==> config.mk <==
export PLATFORM = sky130hd
export DESIGN_NAME = mod53_reducer
export DESIGN_NICKNAME = d
export VERILOG_FILES = /design/src/hdl/mod53_pkg.sv /design/src/hdl/chunk_folder.sv /design/src/hdl/residue_combiner.sv /design/src/hdl/mod53_reducer.sv
export VERILOG_INCLUDE_DIRS = /design/src /design/src/hdl
export SDC_FILE = /design/constraint.sdc
export NUM_CORES = 1
export LEC_CHECK = 0
export CAP_MARGIN = 30
export CORE_MARGIN = 5
export CORE_UTILIZATION = 50
export DETAILED_ROUTE_END_ITERATION = 10
export DONT_BUFFER_PORTS = 1
export PLACE_DENSITY = 0.77
export SETUP_SLACK_MARGIN = 0.5
export SLEW_MARGIN = 10
export SYNTH_ARGS = -nofsm -noshare
export SYNTH_HDL_FRONTEND = slang
export SYNTH_HIERARCHICAL = 1
export SYNTH_SLANG_ARGS = --single-unit
export TNS_END_PERCENT = 5
==> constraint.sdc <==
create_clock -name clk -period 28.8 [get_ports clk]
set_input_delay 4.32 -clock clk [delete_from_list [all_inputs] [get_ports clk]]
set_output_delay 4.32 -clock clk [all_outputs]
set_load 0.02 [all_outputs]
==> src/hdl/mod53_cfg.svh <==
`ifndef MOD53_CFG_SVH
`define MOD53_CFG_SVH

// Operand width, split into two equal halves
`define MOD53_OPERAND_BITS 96

// Bits consumed per fold step
`define MOD53_CHUNK_BITS 6

`define MOD53_MODULUS 53

// 2^6 mod 53, so 64 folds to 11
`define MOD53_CHUNK_FOLD 11

`endif

==> src/hdl/mod53_pkg.sv <==
`default_nettype none

`include "mod53_cfg.svh"

package mod53_pkg;

	// Residue 0..52 always fits in one chunk width
	typedef logic [`MOD53_CHUNK_BITS-1:0] residue_t;

	// One half of the operand, handled by one folder
	typedef logic [`MOD53_OPERAND_BITS/2-1:0] half_t;

	typedef struct packed {
		half_t hi; // Upper bits, weighted by 2^48 later
		half_t lo;
	} operand_halves_t;

	// Same operand word, flat on the port and split for the folders
	typedef union packed {
		logic [`MOD53_OPERAND_BITS-1:0] flat;
		operand_halves_t                halves;
	} operand_u;

	// Both partial residues, handed to the combiner together
	typedef struct packed {
		residue_t r_hi;
		residue_t r_lo;
	} partial_pair_t;

endpackage

`default_nettype wire

==> src/hdl/chunk_folder.sv <==
`timescale 1ns/1ps
`default_nettype none

`include "mod53_cfg.svh"

module chunk_folder
(
	input  logic                clk,
	input  logic                rst,
	input  logic                start,
	input  mod53_pkg::half_t    half,
	output mod53_pkg::residue_t residue,
	output logic                done
);

	localparam int HALF_BITS  = $bits(mod53_pkg::half_t);
	localparam int CHUNK_BITS = `MOD53_CHUNK_BITS;
	localparam int CHUNKS     = HALF_BITS / CHUNK_BITS;
	localparam int CNT_BITS   = $clog2(CHUNKS + 1);
	localparam int STEP_BITS  = 10; // 52*11 + 63 stays below 1024
	localparam int FOLD_BITS  = 8;  // 63 + 9*11 stays below 256
	localparam int FOLD       = `MOD53_CHUNK_FOLD;
	localparam int MODULUS    = `MOD53_MODULUS;

	mod53_pkg::half_t      shreg;
	mod53_pkg::residue_t   acc;
	mod53_pkg::residue_t   acc_in;
	mod53_pkg::residue_t   acc_next;
	logic [CHUNK_BITS-1:0] chunk;
	logic [CNT_BITS-1:0]   steps_left;
	logic                  step;

	// One Horner step: acc*64 + chunk, with 64 replaced by 11
	function automatic mod53_pkg::residue_t fold_step
	(
		input mod53_pkg::residue_t   a,
		input logic [CHUNK_BITS-1:0] c
	);
		logic [STEP_BITS-1:0] t;
		logic [FOLD_BITS-1:0] f;
		t = STEP_BITS'(a) * STEP_BITS'(FOLD) + STEP_BITS'(c);
		// Bits above six are worth 64 each, fold them back as 11
		f = FOLD_BITS'(t[CHUNK_BITS-1:0]) +
			FOLD_BITS'(t[STEP_BITS-1:CHUNK_BITS]) * FOLD_BITS'(FOLD);
		for (int i = 0; i < 3; i++)
		begin
			if (f >= FOLD_BITS'(MODULUS))
				f = f - FOLD_BITS'(MODULUS);
		end
		return f[CHUNK_BITS-1:0];
	endfunction

	// The start cycle already consumes the top chunk of the new half
	assign step     = start || (steps_left != '0);
	assign chunk    = start ? half[HALF_BITS-1 -: CHUNK_BITS] : shreg[HALF_BITS-1 -: CHUNK_BITS];
	assign acc_in   = start ? '0 : acc;
	assign acc_next = fold_step(acc_in, chunk);

	always_ff @(posedge clk)
	begin
		if (step)
		begin
			acc   <= acc_next;
			shreg <= (start ? half : shreg) << CHUNK_BITS; // Next chunk moves to the top
		end
	end

	always_ff @(posedge clk)
	begin
		if (rst)
		begin
			steps_left <= '0;
			done       <= 1'b0;
		end
		else
		begin
			done <= 1'b0;
			if (start)
				steps_left <= CNT_BITS'(CHUNKS - 1); // First chunk taken at start
			else if (steps_left != '0)
			begin
				steps_left <= steps_left - 1'b1;
				done       <= (steps_left == CNT_BITS'(1)); // Last chunk folded
			end
		end
	end

	assign residue = acc;

endmodule

`default_nettype wire

==> src/hdl/residue_combiner.sv <==
`timescale 1ns/1ps
`default_nettype none

`include "mod53_cfg.svh"

module residue_combiner
(
	input  logic                     clk,
	input  logic                     rst,
	input  mod53_pkg::partial_pair_t pair,
	input  logic                     pair_valid,
	output mod53_pkg::residue_t      sum,
	output logic                     sum_valid
);

	localparam int HALF_BITS  = `MOD53_OPERAND_BITS / 2;
	localparam int CHUNK_BITS = `MOD53_CHUNK_BITS;
	localparam int FOLD       = `MOD53_CHUNK_FOLD;
	localparam int MODULUS    = `MOD53_MODULUS;
	localparam int WIDE_BITS  = 12; // Any weight below 53 keeps r_hi*w + r_lo under 4096

	// 2^HALF_BITS mod 53, built one chunk at a time from 64 = 11
	function automatic int half_weight();
		int w;
		w = 1;
		for (int i = 0; i < HALF_BITS / CHUNK_BITS; i++)
			w = (w * FOLD) % MODULUS;
		return w;
	endfunction

	localparam logic [CHUNK_BITS-1:0] HALF_WEIGHT = CHUNK_BITS'(half_weight());

	// Upper bits count 64 each, which is 11 mod 53
	function automatic logic [WIDE_BITS-1:0] fold64(input logic [WIDE_BITS-1:0] x);
		return WIDE_BITS'(x[CHUNK_BITS-1:0]) +
			WIDE_BITS'(x[WIDE_BITS-1:CHUNK_BITS]) * WIDE_BITS'(FOLD);
	endfunction

	logic [WIDE_BITS-1:0] weighted;
	logic [WIDE_BITS-1:0] fold_a;
	logic [WIDE_BITS-1:0] fold_b;
	logic [WIDE_BITS-1:0] fold_c;
	mod53_pkg::residue_t  reduced;

	assign weighted = WIDE_BITS'(pair.r_hi) * WIDE_BITS'(HALF_WEIGHT) + WIDE_BITS'(pair.r_lo);

	// Bounds shrink 4095 -> 756 -> 184 -> 85
	assign fold_a = fold64(weighted);
	assign fold_b = fold64(fold_a);
	assign fold_c = fold64(fold_b);

	// One subtraction brings 85 down into 0..52
	always_comb
	begin
		if (fold_c >= WIDE_BITS'(MODULUS))
			reduced = CHUNK_BITS'(fold_c - WIDE_BITS'(MODULUS));
		else
			reduced = fold_c[CHUNK_BITS-1:0];
	end

	always_ff @(posedge clk)
	begin
		if (pair_valid)
			sum <= reduced;
	end

	always_ff @(posedge clk)
	begin
		if (rst)
			sum_valid <= 1'b0;
		else
			sum_valid <= pair_valid;
	end

endmodule

`default_nettype wire

==> src/hdl/mod53_reducer.sv <==
`timescale 1ns/1ps
`default_nettype none

module mod53_reducer
(
	input  logic                clk,
	input  logic                rst,
	input  logic                req,
	input  mod53_pkg::operand_u operand,
	output logic                ack,
	output mod53_pkg::residue_t result
);

	localparam logic [1:0] ST_IDLE = 2'd0;
	localparam logic [1:0] ST_BUSY = 2'd1; // Folders and combiner working
	localparam logic [1:0] ST_HOLD = 2'd2; // ack high, waiting for req to drop

	logic [1:0]               state;
	logic [1:0]               state_next;
	logic                     accept;
	logic                     start;
	mod53_pkg::operand_u      op_q;
	mod53_pkg::residue_t      res_hi;
	mod53_pkg::residue_t      res_lo;
	logic                     done_hi;
	logic                     done_lo;
	mod53_pkg::partial_pair_t pair;
	logic                     pair_valid;
	mod53_pkg::residue_t      sum;
	logic                     sum_valid;

	// New request only from idle with the previous ack gone
	assign accept = (state == ST_IDLE) && req && !ack;

	always_comb
	begin
		state_next = state;
		case (state)
			ST_IDLE:
				if (accept)
					state_next = ST_BUSY;
			ST_BUSY:
				if (sum_valid)
					state_next = ST_HOLD;
			ST_HOLD:
				if (!req)
					state_next = ST_IDLE;
			default:
				state_next = ST_IDLE;
		endcase
	end

	always_ff @(posedge clk)
	begin
		if (rst)
		begin
			state  <= ST_IDLE;
			start  <= 1'b0;
			ack    <= 1'b0;
			result <= '0;
		end
		else
		begin
			state <= state_next;
			start <= accept; // Single-cycle pulse to both folders
			if ((state == ST_BUSY) && sum_valid)
			begin
				ack    <= 1'b1;
				result <= sum; // Held until the next accepted request
			end
			else if ((state == ST_HOLD) && !req)
				ack <= 1'b0;
		end
	end

	// Operand copy keeps the halves steady through the fold
	always_ff @(posedge clk)
	begin
		if (accept)
			op_q <= operand;
	end

	chunk_folder fold_hi
	(
		.clk     (clk),
		.rst     (rst),
		.start   (start),
		.half    (op_q.halves.hi),
		.residue (res_hi),
		.done    (done_hi)
	);

	chunk_folder fold_lo
	(
		.clk     (clk),
		.rst     (rst),
		.start   (start),
		.half    (op_q.halves.lo),
		.residue (res_lo),
		.done    (done_lo)
	);

	// Both folders run the same step count, so the done pulses line up
	assign pair       = '{r_hi: res_hi, r_lo: res_lo};
	assign pair_valid = done_hi && done_lo;

	residue_combiner combiner
	(
		.clk        (clk),
		.rst        (rst),
		.pair       (pair),
		.pair_valid (pair_valid),
		.sum        (sum),
		.sum_valid  (sum_valid)
	);

endmodule

`default_nettype wire

==> reports/metrics.cfg <==
[status]
run_status=finished clean

[flow_run]
max_cap_violations=0

[floorplan]
dieArea_sq_um=32400
die_w_um=180
start_util_pct=50.5
core_sq_um=28600
ioPinCount=106
die_h_um=180
num_rows=62

[critical_path]
crit_type=register to register
arrival_ns=10.47
crit_slowest_cell=fa_1
worst-path-buf-inv=5
crit_path_end_kind=register
max_stage_delay_ns=0.54
cp_max_fo=9
path_common_cell=ha_1
critical_path_required_ns=29.06
critPathTopFamily=adder cells
start_kind=register

[final_layout]
final_common_cell=edfxtp_1
final_nets=1508
syn2layout_area_growth_pct=8.34
multiInputGateArea_sq_um=7450
nFillCells=2374
stdcell_count=1634
drive_gt1_share_pct=14.0
layout_common_cells=edfxtp_1, inv_1, ha_1
design_area_sq_um=15700
regArea_sq_um=6370

[logic_synthesis]
ys_warn_count=6
synth.distinct_cells=98
syn_inst=1221
syn_area_sq_um=14500
synth-seq-cells=219
synth_ff_type=edfxtp_1
synth_edf_count=198
ys_async_sr_fraction_pct=0
synth_seq_area_share_pct=44.0
synth.avg_cell_area_sq_um=11.8

[grt]
grt_antenna_before_repair=14
track_usage_pct=15.9
grt_max_degree=68
grt_pass1_vias=9322
grt_overflow=0
grt_pass1_wl_um=44200

[drt]
antenna_left=0
detail_route.wl_per_cell_um=15.7
finalWirelength_um=25700
num_vias=9030
viasPerCell=5.53
drt_iter0_drc=549
drt_pass1_iterations=5
drc=0

[placement]
placed_cells=1589
finalWeightedCongestion=0.853
place.port_buffers=0
place_area_sq_um=14900
hpwlAfterDp_um=19100

[sta]
skew_ns=0.0219
hold_viol=0
final-setup-viol-count=0
final_max_slew_viol_count=0
slew_headroom_pct=41.3
fmax_mhz=97.9
setup_tns_ns=0
worst_pin_slew_ns=0.881
fin_crit_ns=10.21
rsz0062_at_grt=false
finalCritPeriodShare_pct=35.5

[clock_network]
post-cts-setup-buffers=0
clk_path_buf_depth=3
cts_resized=0
tritoncts=done
clk_latency_ns=0.52
cts.sinks=219
clock-root-buffer=clkbuf_16
hold_buffers=0
cts_made_buffers=23
clk_pin_slew_worst_paths_ns=0.06
htreeDepth=1

[hold_path]
hold_path_class=register to register

-- cells in the mapped netlist (13+ instances only) --
cell,n,area share [%]
edfxtp_1,198,41
nand2b_1,23,1.0
o21ai_0,37,1.3
a21oi_1,50,1.7
inv_1,148,3.8
and2_1,26,1.1
a21o_1,13,0.67
mux2i_1,24,1.7
dfxtp_1,21,2.9
xnor2_1,45,2.7
nand2_1,36,0.93
nor2_1,66,1.7
xor2_1,22,1.3
o21a_1,15,0.78
ha_1,137,12
mux2_2,84,6.5
nor2b_1,21,0.91
fa_1,41,5.7
-- metal layers --
| metal | global-route usage (%) | wire (um) |
|---|---|---|
| met5 | 0 | 149 |
| met1 | 19.8 | 10900 |
| met3 | 5.53 | 1880 |
| met2 | 27.0 | 12300 |
| met4 | 3.72 | 536 |
-- final timing paths --
check	depth (start not counted)	to	start	slack, ns
hold reg to reg	2	ack	combiner/sum_valid	0.51
setup / recovery	38	combiner/sum[1]	fold_hi/residue[1]	18.59
setup reg to reg	38	combiner/sum[1]	fold_hi/residue[1]	18.59
hold / removal	2	ack	combiner/sum_valid	0.51
-- final cells by class --
| class | count | area share [%] |
|---|---|---|
| well taps | 384 | 3.07 |
| diodes | 2 | 0.0319 |
| repair buffers | 6 | 0.351 |
| clock buffers | 27 | 3.83 |
| multi-input cells | 833 | 47.6 |
| inverters | 148 | 3.55 |
| flip-flops and latches | 219 | 40.7 |
| clock inverters | 15 | 0.942 |
-- registers in the layout (all words and copies together) (netlist names) --
| name | cells |
|---|---|
| op_q | 96 |
| fold_hi/shreg | 42 |
| fold_lo/shreg | 42 |
| combiner/sum | 6 |
| fold_hi/residue | 6 |
| fold_lo/residue | 6 |
| result | 6 |
| fold_hi/steps_left | 4 |
| fold_lo/steps_left | 4 |
| state | 2 |
| ack | 1 |
| combiner/sum_valid | 1 |
| fold_hi/done | 1 |
| fold_lo/done | 1 |
| start | 1 |
-- kinds of logic after synthesis --
group | synth area share (%)
XOR/XNOR | 4.17
flip-flops | 44.0
AO/OA/AOI/OAI | 11.4
buffers and inverters | 4.54
adder cells (fa/ha/maj) | 17.5
AND/OR/NAND/NOR | 9.98
other | 0.0519
multiplexers | 8.31
-- worst register-to-register path: cells and delay by family, from the launching register on --
family,cells,cell delay [ns]
AO/OA/AOI/OAI,14,2.35
multiplexers,1,0.31
buffers and inverters,5,0.26
flip-flops,1,0.53
AND/OR/NAND/NOR,2,0.57
XOR/XNOR,1,0.33
adder cells (fa/ha/maj),15,5.62
-- through the flow --
step | hold WS [ns] | worst slack [ns] | util, %
5_1_grt | 0.533 | 17.97 | 54.7
6_report | 0.515 | 18.59 | 54.7
2_1_floorplan | 0.466 | 13.94 | -
3_5_place_dp | 0.502 | 18.66 | 52.1
3_3_place_gp | 0.493 | 18.95 | 52.0
4_1_cts | 0.511 | 18.64 | 54.7
Power is not shown: default switching activity piles up to over one toggle a cycle in this logic, so the estimate is an artifact.
